## src/logic/core_pkg.sv

```systemverilog
// core sizing constants
package core_pkg;

  // data word width.
  localparam int XLEN = 32;

  // register and rename number width.
  // 64 rename slots in total.
  localparam int RN_W = 6;

  // default entries per reservation station.
  // must stay a power of two for the index wrap.
  localparam int DEFAULT_DEPTH = 8;

endpackage

```

## src/logic/isa_pkg.sv

```systemverilog
// instruction set encodings
package isa_pkg;

  // operation carried by every renamed instruction.
  typedef enum logic [3:0] {
    OP_NONE = 4'd0,
    OP_ADD  = 4'd1,
    OP_SUB  = 4'd2,
    OP_AND  = 4'd3,
    OP_OR   = 4'd4,
    OP_XOR  = 4'd5,
    OP_SLT  = 4'd6,
    OP_SLL  = 4'd7,
    OP_SRL  = 4'd8,
    OP_MUL  = 4'd9
  } opcode_e;

  // class picks the station and its unit.
  typedef enum logic [1:0] {
    TYPE_NONE = 2'd0,
    TYPE_ALU  = 2'd1,
    TYPE_MUL  = 2'd2
  } instr_type_e;

  // multiplies go to their own station, everything else to the alu.
  function automatic instr_type_e type_of(input opcode_e op);
    case (op)
      OP_NONE: return TYPE_NONE;
      OP_MUL:  return TYPE_MUL;
      default: return TYPE_ALU;
    endcase
  endfunction

endpackage
```

## src/logic/exec_cluster.sv

```systemverilog
// issue and execute cluster
module exec_cluster #(
  parameter int ALU_DEPTH = core_pkg::DEFAULT_DEPTH,
  parameter int MUL_DEPTH = core_pkg::DEFAULT_DEPTH
) (
  input  logic                      clock,
  input  logic                      arst_n,
  input  logic                      issue_valid,
  input  isa_pkg::opcode_e          issue_op,
  input  logic [core_pkg::XLEN-1:0] issue_data_1,
  input  logic [core_pkg::XLEN-1:0] issue_data_2,
  input  logic [core_pkg::RN_W-1:0] issue_src_1,
  input  logic [core_pkg::RN_W-1:0] issue_src_2,
  input  logic                      issue_valid_1,
  input  logic                      issue_valid_2,
  input  logic [core_pkg::RN_W-1:0] issue_rrn,
  input  logic                      issue_tag,
  input  logic                      delete_tag,
  output logic                      issue_full,
  output logic                      cdb_valid,
  output logic [core_pkg::RN_W-1:0] cdb_rrn,
  output logic [core_pkg::XLEN-1:0] cdb_data
);

  // alu path.
  logic                      alu_full;
  logic                      alu_disp_valid;
  isa_pkg::opcode_e          alu_disp_op;
  logic [core_pkg::XLEN-1:0] alu_disp_a;
  logic [core_pkg::XLEN-1:0] alu_disp_b;
  logic [core_pkg::RN_W-1:0] alu_disp_rrn;
  logic                      alu_next;
  logic                      alu_res_valid;
  logic [core_pkg::XLEN-1:0] alu_res_data;
  logic [core_pkg::RN_W-1:0] alu_res_rrn;
  logic                      alu_grant;

  // multiply path.
  logic                      mul_full;
  logic                      mul_disp_valid;
  logic [core_pkg::XLEN-1:0] mul_disp_a;
  logic [core_pkg::XLEN-1:0] mul_disp_b;
  logic [core_pkg::RN_W-1:0] mul_disp_rrn;
  logic                      mul_next;
  logic                      mul_res_valid;
  logic [core_pkg::XLEN-1:0] mul_res_data;
  logic [core_pkg::RN_W-1:0] mul_res_rrn;

  // issue stalls if either station is close to full.
  assign issue_full = alu_full | mul_full;

  reservation_station #(
    .SIZE       (ALU_DEPTH),
    .INSTR_TYPE (isa_pkg::TYPE_ALU)
  ) u_alu_station (
    .clock          (clock),
    .arst_n         (arst_n),
    .issue_valid    (issue_valid),
    .issue_op       (issue_op),
    .issue_data_1   (issue_data_1),
    .issue_data_2   (issue_data_2),
    .issue_src_1    (issue_src_1),
    .issue_src_2    (issue_src_2),
    .issue_valid_1  (issue_valid_1),
    .issue_valid_2  (issue_valid_2),
    .issue_rrn      (issue_rrn),
    .issue_tag      (issue_tag),
    .delete_tag     (delete_tag),
    .cdb_valid      (cdb_valid),
    .cdb_rrn        (cdb_rrn),
    .cdb_data       (cdb_data),
    .next           (alu_next),
    .dispatch_valid (alu_disp_valid),
    .dispatch_op    (alu_disp_op),
    .dispatch_a     (alu_disp_a),
    .dispatch_b     (alu_disp_b),
    .dispatch_rrn   (alu_disp_rrn),
    .full           (alu_full)
  );

  // opcode output unused, the multiplier has one operation.
  reservation_station #(
    .SIZE       (MUL_DEPTH),
    .INSTR_TYPE (isa_pkg::TYPE_MUL)
  ) u_mul_station (
    .clock          (clock),
    .arst_n         (arst_n),
    .issue_valid    (issue_valid),
    .issue_op       (issue_op),
    .issue_data_1   (issue_data_1),
    .issue_data_2   (issue_data_2),
    .issue_src_1    (issue_src_1),
    .issue_src_2    (issue_src_2),
    .issue_valid_1  (issue_valid_1),
    .issue_valid_2  (issue_valid_2),
    .issue_rrn      (issue_rrn),
    .issue_tag      (issue_tag),
    .delete_tag     (delete_tag),
    .cdb_valid      (cdb_valid),
    .cdb_rrn        (cdb_rrn),
    .cdb_data       (cdb_data),
    .next           (mul_next),
    .dispatch_valid (mul_disp_valid),
    .dispatch_op    (),
    .dispatch_a     (mul_disp_a),
    .dispatch_b     (mul_disp_b),
    .dispatch_rrn   (mul_disp_rrn),
    .full           (mul_full)
  );

  alu_unit u_alu_unit (
    .clock          (clock),
    .arst_n         (arst_n),
    .dispatch_valid (alu_disp_valid),
    .dispatch_op    (alu_disp_op),
    .dispatch_a     (alu_disp_a),
    .dispatch_b     (alu_disp_b),
    .dispatch_rrn   (alu_disp_rrn),
    .grant          (alu_grant),
    .next           (alu_next),
    .res_valid      (alu_res_valid),
    .res_data       (alu_res_data),
    .res_rrn        (alu_res_rrn)
  );

  mul_unit u_mul_unit (
    .clock          (clock),
    .arst_n         (arst_n),
    .dispatch_valid (mul_disp_valid),
    .dispatch_a     (mul_disp_a),
    .dispatch_b     (mul_disp_b),
    .dispatch_rrn   (mul_disp_rrn),
    .next           (mul_next),
    .res_valid      (mul_res_valid),
    .res_data       (mul_res_data),
    .res_rrn        (mul_res_rrn)
  );

  cdb_arbiter u_cdb_arbiter (
    .clock     (clock),
    .arst_n    (arst_n),
    .alu_valid (alu_res_valid),
    .alu_data  (alu_res_data),
    .alu_rrn   (alu_res_rrn),
    .mul_valid (mul_res_valid),
    .mul_data  (mul_res_data),
    .mul_rrn   (mul_res_rrn),
    .alu_grant (alu_grant),
    .cdb_valid (cdb_valid),
    .cdb_rrn   (cdb_rrn),
    .cdb_data  (cdb_data)
  );

endmodule

```

## src/logic/cdb_arbiter.sv

```systemverilog
// common data bus arbiter
module cdb_arbiter (
  input  logic                      clock,
  input  logic                      arst_n,
  input  logic                      alu_valid,
  input  logic [core_pkg::XLEN-1:0] alu_data,
  input  logic [core_pkg::RN_W-1:0] alu_rrn,
  input  logic                      mul_valid,
  input  logic [core_pkg::XLEN-1:0] mul_data,
  input  logic [core_pkg::RN_W-1:0] mul_rrn,
  output logic                      alu_grant,
  output logic                      cdb_valid,
  output logic [core_pkg::RN_W-1:0] cdb_rrn,
  output logic [core_pkg::XLEN-1:0] cdb_data
);

  // alu only wins an idle multiplier slot.
  assign alu_grant = alu_valid && !mul_valid;

  always_ff @(posedge clock or negedge arst_n) begin
    if (!arst_n) begin
      cdb_valid <= 1'b0;
    end else begin
      cdb_valid <= mul_valid || alu_valid;
    end
  end

  // broadcast payload.
  // multiplier first, it has no place to hold a result.
  always_ff @(posedge clock) begin
    if (mul_valid) begin
      cdb_rrn  <= mul_rrn;
      cdb_data <= mul_data;
    end else begin
      cdb_rrn  <= alu_rrn;
      cdb_data <= alu_data;
    end
  end

endmodule

```

## src/logic/mul_unit.sv

```systemverilog
// pipelined multiplier
module mul_unit (
  input  logic                      clock,
  input  logic                      arst_n,
  input  logic                      dispatch_valid,
  input  logic [core_pkg::XLEN-1:0] dispatch_a,
  input  logic [core_pkg::XLEN-1:0] dispatch_b,
  input  logic [core_pkg::RN_W-1:0] dispatch_rrn,
  output logic                      next,
  output logic                      res_valid,
  output logic [core_pkg::XLEN-1:0] res_data,
  output logic [core_pkg::RN_W-1:0] res_rrn
);

  // stage one, four 16x16 partial products.
  logic [31:0]               pp_ll;
  logic [31:0]               pp_lh;
  logic [31:0]               pp_hl;
  logic [31:0]               pp_hh;
  logic                      s1_valid;
  logic [core_pkg::RN_W-1:0] s1_rrn;

  // stage two, full product.
  logic [63:0]               s2_prod;
  logic                      s2_valid;
  logic [core_pkg::RN_W-1:0] s2_rrn;

  // never stalled, the arbiter always takes us first.
  assign next = 1'b1;

  // valid bits down the pipe.
  always_ff @(posedge clock or negedge arst_n) begin
    if (!arst_n) begin
      s1_valid  <= 1'b0;
      s2_valid  <= 1'b0;
      res_valid <= 1'b0;
    end else begin
      s1_valid  <= dispatch_valid;
      s2_valid  <= s1_valid;
      res_valid <= s2_valid;
    end
  end

  // datapath.
  always_ff @(posedge clock) begin
    pp_ll  <= dispatch_a[15:0]  * dispatch_b[15:0];
    pp_lh  <= dispatch_a[15:0]  * dispatch_b[31:16];
    pp_hl  <= dispatch_a[31:16] * dispatch_b[15:0];
    pp_hh  <= dispatch_a[31:16] * dispatch_b[31:16];
    s1_rrn <= dispatch_rrn;

    // cross terms shift by 16, high term by 32.
    s2_prod <= {32'd0, pp_ll}
             + ({32'd0, pp_lh} << 16)
             + ({32'd0, pp_hl} << 16)
             + {pp_hh, 32'd0};
    s2_rrn  <= s1_rrn;

    // low word only.
    res_data <= s2_prod[31:0];
    res_rrn  <= s2_rrn;
  end

endmodule

```

## src/logic/alu_unit.sv

```systemverilog
// single cycle integer alu
module alu_unit (
  input  logic                      clock,
  input  logic                      arst_n,
  input  logic                      dispatch_valid,
  input  isa_pkg::opcode_e          dispatch_op,
  input  logic [core_pkg::XLEN-1:0] dispatch_a,
  input  logic [core_pkg::XLEN-1:0] dispatch_b,
  input  logic [core_pkg::RN_W-1:0] dispatch_rrn,
  input  logic                      grant,
  output logic                      next,
  output logic                      res_valid,
  output logic [core_pkg::XLEN-1:0] res_data,
  output logic [core_pkg::RN_W-1:0] res_rrn
);

  logic [core_pkg::XLEN-1:0] result;

  // opcode rule.
  always_comb begin
    case (dispatch_op)
      isa_pkg::OP_ADD: result = dispatch_a + dispatch_b;
      isa_pkg::OP_SUB: result = dispatch_a - dispatch_b;
      isa_pkg::OP_AND: result = dispatch_a & dispatch_b;
      isa_pkg::OP_OR:  result = dispatch_a | dispatch_b;
      isa_pkg::OP_XOR: result = dispatch_a ^ dispatch_b;
      // signed compare, zero extended.
      isa_pkg::OP_SLT: result = core_pkg::XLEN'($signed(dispatch_a) < $signed(dispatch_b));
      isa_pkg::OP_SLL: result = dispatch_a << dispatch_b[4:0];
      isa_pkg::OP_SRL: result = dispatch_a >> dispatch_b[4:0];
      default:         result = '0;
    endcase
  end

  // free slot, or the held result leaves this edge.
  assign next = !res_valid || grant;

  // held result, valid until granted.
  always_ff @(posedge clock or negedge arst_n) begin
    if (!arst_n) begin
      res_valid <= 1'b0;
    end else if (dispatch_valid && next) begin
      res_valid <= 1'b1;
    end else if (grant) begin
      res_valid <= 1'b0;
    end
  end

  always_ff @(posedge clock) begin
    if (dispatch_valid && next) begin
      res_data <= result;
      res_rrn  <= dispatch_rrn;
    end
  end

endmodule

```

## src/logic/reservation_station.sv

```systemverilog
// in-order reservation station
module reservation_station #(
  parameter int                   SIZE       = core_pkg::DEFAULT_DEPTH,
  parameter isa_pkg::instr_type_e INSTR_TYPE = isa_pkg::TYPE_ALU
) (
  input  logic                      clock,
  input  logic                      arst_n,

  // issue side.
  input  logic                      issue_valid,
  input  isa_pkg::opcode_e          issue_op,
  input  logic [core_pkg::XLEN-1:0] issue_data_1,
  input  logic [core_pkg::XLEN-1:0] issue_data_2,
  input  logic [core_pkg::RN_W-1:0] issue_src_1,
  input  logic [core_pkg::RN_W-1:0] issue_src_2,
  input  logic                      issue_valid_1,
  input  logic                      issue_valid_2,
  input  logic [core_pkg::RN_W-1:0] issue_rrn,
  input  logic                      issue_tag,

  // flush and wakeup.
  input  logic                      delete_tag,
  input  logic                      cdb_valid,
  input  logic [core_pkg::RN_W-1:0] cdb_rrn,
  input  logic [core_pkg::XLEN-1:0] cdb_data,

  // unit side.
  input  logic                      next,
  output logic                      dispatch_valid,
  output isa_pkg::opcode_e          dispatch_op,
  output logic [core_pkg::XLEN-1:0] dispatch_a,
  output logic [core_pkg::XLEN-1:0] dispatch_b,
  output logic [core_pkg::RN_W-1:0] dispatch_rrn,
  output logic                      full
);

  localparam int IDX_W = $clog2(SIZE);
  localparam int CNT_W = IDX_W + 1;

  // entry records, one slice per field.
  logic [core_pkg::XLEN-1:0] data_1  [SIZE];
  logic [core_pkg::XLEN-1:0] data_2  [SIZE];
  logic [core_pkg::RN_W-1:0] src_1   [SIZE];
  logic [core_pkg::RN_W-1:0] src_2   [SIZE];
  logic [core_pkg::RN_W-1:0] rrn     [SIZE];
  isa_pkg::opcode_e          op      [SIZE];
  logic                      valid_1 [SIZE];
  logic                      valid_2 [SIZE];
  logic                      tag     [SIZE];
  logic                      skip    [SIZE];

  // queue pointers.
  logic [IDX_W-1:0] read_idx;
  logic [IDX_W-1:0] write_idx;
  logic [CNT_W-1:0] count;

  logic empty;
  logic head_ready;
  logic head_skip;
  logic push;
  logic pop;
  logic cap_1;
  logic cap_2;

  assign empty      = (count == '0);
  assign head_ready = valid_1[read_idx] && valid_2[read_idx];
  assign head_skip  = skip[read_idx];

  // only our own class, and a tagged issue dies with a flush in the same cycle.
  assign push = issue_valid
             && (isa_pkg::type_of(issue_op) == INSTR_TYPE)
             && !(delete_tag && issue_tag)
             && (count != CNT_W'(SIZE));

  // a skipped head leaves without a transfer.
  assign pop = !empty && (head_skip || (head_ready && next));

  // one free slot left already counts as full.
  assign full = (count >= CNT_W'(SIZE - 1));

  // head offer.
  assign dispatch_valid = !empty && !head_skip && head_ready;
  assign dispatch_op    = op[read_idx];
  assign dispatch_a     = data_1[read_idx];
  assign dispatch_b     = data_2[read_idx];
  assign dispatch_rrn   = rrn[read_idx];

  // operand already on the cdb while it is being issued.
  assign cap_1 = !issue_valid_1 && cdb_valid && (cdb_rrn == issue_src_1);
  assign cap_2 = !issue_valid_2 && cdb_valid && (cdb_rrn == issue_src_2);

  // pointers and occupancy.
  always_ff @(posedge clock or negedge arst_n) begin
    if (!arst_n) begin
      read_idx  <= '0;
      write_idx <= '0;
      count     <= '0;
    end else begin
      if (push) begin
        write_idx <= write_idx + 1'b1;
      end
      if (pop) begin
        read_idx <= read_idx + 1'b1;
      end
      count <= count + CNT_W'(push) - CNT_W'(pop);
    end
  end

  // record updates.
  always_ff @(posedge clock) begin
    for (int i = 0; i < SIZE; i++) begin
      // wakeup from the broadcast.
      if (cdb_valid && !valid_1[i] && (src_1[i] == cdb_rrn)) begin
        data_1[i]  <= cdb_data;
        valid_1[i] <= 1'b1;
      end
      if (cdb_valid && !valid_2[i] && (src_2[i] == cdb_rrn)) begin
        data_2[i]  <= cdb_data;
        valid_2[i] <= 1'b1;
      end
      // squash of speculative entries.
      if (delete_tag && tag[i]) begin
        skip[i] <= 1'b1;
      end
    end
    // new entry, overrides anything above for this slot.
    if (push) begin
      data_1[write_idx]  <= cap_1 ? cdb_data : issue_data_1;
      data_2[write_idx]  <= cap_2 ? cdb_data : issue_data_2;
      valid_1[write_idx] <= issue_valid_1 || cap_1;
      valid_2[write_idx] <= issue_valid_2 || cap_2;
      src_1[write_idx]   <= issue_src_1;
      src_2[write_idx]   <= issue_src_2;
      rrn[write_idx]     <= issue_rrn;
      op[write_idx]      <= issue_op;
      tag[write_idx]     <= issue_tag;
      skip[write_idx]    <= 1'b0;
    end
  end

endmodule

```

## config.mk

```make
export PLATFORM = sky130hd
export DESIGN_NAME = exec_cluster
export DESIGN_NICKNAME = d
export VERILOG_FILES = /design/src/logic/core_pkg.sv /design/src/logic/isa_pkg.sv /design/src/logic/exec_cluster.sv /design/src/logic/cdb_arbiter.sv /design/src/logic/mul_unit.sv /design/src/logic/alu_unit.sv /design/src/logic/reservation_station.sv
export SDC_FILE = /design/constraint.sdc
export NUM_CORES = 2
export LEC_CHECK = 0
export BUFFER_PORTS_ARGS = -buffer_cell sky130_fd_sc_hd__buf_2
export CORE_MARGIN = 2
export CORE_UTILIZATION = 60
export DETAILED_ROUTE_END_ITERATION = 8
export PLACE_DENSITY = 0.76
export SLEW_MARGIN = 5
export SYNTH_ARGS = -nofsm -noshare
export SYNTH_HDL_FRONTEND = slang
export SYNTH_HIERARCHICAL = 1
export SYNTH_SLANG_ARGS = --single-unit
```

## constraint.sdc

```tcl
create_clock -name clock -period 10.49 [get_ports clock]
set_clock_uncertainty 0.1 [all_clocks]
set_input_delay 3.147 -clock clock [delete_from_list [all_inputs] [get_ports clock]]
set_output_delay 3.147 -clock clock [all_outputs]
set_load 0.005 [all_outputs]
```

==> impl_metrics.toml <==
[cts]
ctsResizeCount = 0
numCtsBuffers = 170
cts_setup_buffers = 0
htree_levels = 4
tritoncts = "built"
clk_latency_ns = 0.86
cts_hold_buf = 0
cts-root-buf = "clkbuf_16"
cts_buffer_depth = 3
clkSinkCount = 1655
clkTransAtPathRegs_ns = 0.06

[final_layout]
final_cell_mix = "edfxtp_1, mux2_2, inv_1"
mostFrequentLayoutCell = "edfxtp_1"
fillCellCount = 11900
drive_gt1_share_pct = 28.5
layout.nets = 8212
multi_input_area_mm2 = 0.0491
design_area_mm2 = 0.109
regArea_mm2 = 0.0473
syn2layout_area_growth_pct = 8.04

[setup_path]
arrival_ns = 9.05
crit_path_end_kind = "flip-flop"
crit_buf_inv = 5
cpPeakStageDelay_ns = 1.00
startpoint_type = "flip-flop"
ff2ff_setup_slack_ns = 2.02
required_ns = 11.07
worstPathCellList = "buf_4 > mux4_2 > mux2_2 > and2_1 > fa_1 > inv_1 > fa_1 > fa_1 > fa_1 > inv_1 > fa_1 > inv_1 > fa_1 > inv_1 > ha_1 > nand3_1 > o211a_1 > o21ai_0 > a41oi_2 > o21ai_2 > a21oi_2 > a211oi_1 > a21oi_1 > xnor2_1"
crit_family = "adder cells"
cpMostUsedCell = "fa_1"
critPathMaxFanout = 39
worstRegToRegCells = 24
path_class = "flip-flop to flip-flop"
timing.rr.start = "u_mul_station/read_idx[0]"
slowest_stage = "dfrtp_4"
r2r-end = "u_mul_unit/pp_ll[28]"

[route]
wl_per_cell_um = 31.7
drtAntennaViolNets = 0
wl_um = 310000
drc = 0
firstDrtPassIters = 6
vias_per_cell = 6.63
drt_iter0_drc = 8053
num_vias = 64900

[timing]
slew_violations = 0
rsz0062_at_grt = "no"
whs_ns = 0.221
period_share_pct = 80.8
finalSetupViolCount = 0
fmax_ghz = 0.118
min_period_ns = 8.47
layout_setup_ws_ns = 2.02
tightest_slew_ns = 1.28
hold_viol = 0
finalSetupTns_ns = 0
slew_headroom_pct = 12.5

[global_routing]
grt_pass1_vias = 64900
grt_usage_pct = 36.1
grt_pass1_wl_um = 444000
grt_max_degree = 75
antenna_found_initial = 46
overflow = 0

[die]
floorplan.initialDensity_pct = 60.4
die_h_um = 414
coreArea_mm2 = 0.167
die_w_um = 414
die-area_mm2 = 0.171
pin_count = 133
fp-row-count = 150

[synthesis]
syn-mean-instance-area_um2 = 13.5
postSynthNetCount = 8251
netlist_area_mm2 = 0.101
postSynthCellCount = 7448
ys_warn_count = 6

[placed_design]
dp_hpwl_um = 201000
placed_cell_area_mm2 = 0.103
place_congestion = 0.987
dp_slack_ns = 2.11
io_buffers = 132

[min_path]
hold_path_end = "u_mul_unit/s2_prod[10]"
hp-class = "flip-flop to flip-flop"
hold_start = "u_mul_unit/pp_ll[10]"
whs_path_depth = 0

[run]
maxCapViolCount = 0

[status]
status = "finished, final reports clean"
==> flip-flops by register name, summed over array words and instances (netlist names), 32 cells and up <==
register and flops:
u_alu_station/data_1 256, u_alu_station/data_2 256, u_mul_station/data_1 256, u_mul_station/data_2 256
u_alu_station/rrn 48, u_alu_station/src_1 48, u_alu_station/src_2 48, u_mul_station/rrn 48
u_mul_station/src_1 48, u_mul_station/src_2 48, u_alu_station/op 32, u_alu_unit/res_data 32
u_cdb_arbiter/cdb_data 32, u_mul_unit/pp_ll 32, u_mul_unit/res_data 32, u_mul_unit/s2_prod 32
==> routing by layer <==
metal / up-vias / global-route usage (%) / wire length, um
met5: - / 0 / 72
li1: 27000 / - / -
met3: 777 / 8.34 / 33900
met4: 12 / 18.1 / 17000
met1: 33100 / 47.8 / 116000
met2: 4065 / 56.2 / 144000
==> metrics by stage <==
| stage | instances | utilization, % |
|---|---|---|
| 2_1_floorplan | 7448 | - |
| 3_3_place_gp | 9441 | 61.8 |
| 3_5_place_dp | 9441 | 61.8 |
| 4_1_cts | 9760 | 65.2 |
| 5_1_grt | 9779 | 65.2 |
| 6_report | 9785 | 65.2 |
==> worst max path at each step <==
stage	to	slack, ns	depth (start not counted)	from
3_3_place_gp	u_mul_unit/pp_ll[31]	2.24	24	u_mul_station/read_idx[0]
2_1_floorplan	u_mul_unit/pp_ll[31]	2.83	28	u_mul_station/read_idx[0]
5_1_grt	u_mul_unit/pp_ll[28]	1.66	24	u_mul_station/read_idx[0]
6_report	u_mul_unit/pp_ll[28]	2.02	24	u_mul_station/read_idx[0]
3_5_place_dp	u_mul_unit/pp_ll[28]	2.11	24	u_mul_station/read_idx[0]
4_1_cts	u_mul_unit/pp_ll[28]	2.06	24	u_mul_station/read_idx[0]
==> cell type report <==
class	count	share of cell area, %
antenna	25	0.0574
timing repair buffer	278	1.67
multi-input combinational	4689	45.0
inverter	615	2.13
tap	2204	2.53
clock inverter	87	0.877
clock buffer	232	4.28
sequential	1655	43.4
Power is not shown: default switching activity piles up to over one toggle a cycle in this logic, so the estimate is an artifact.
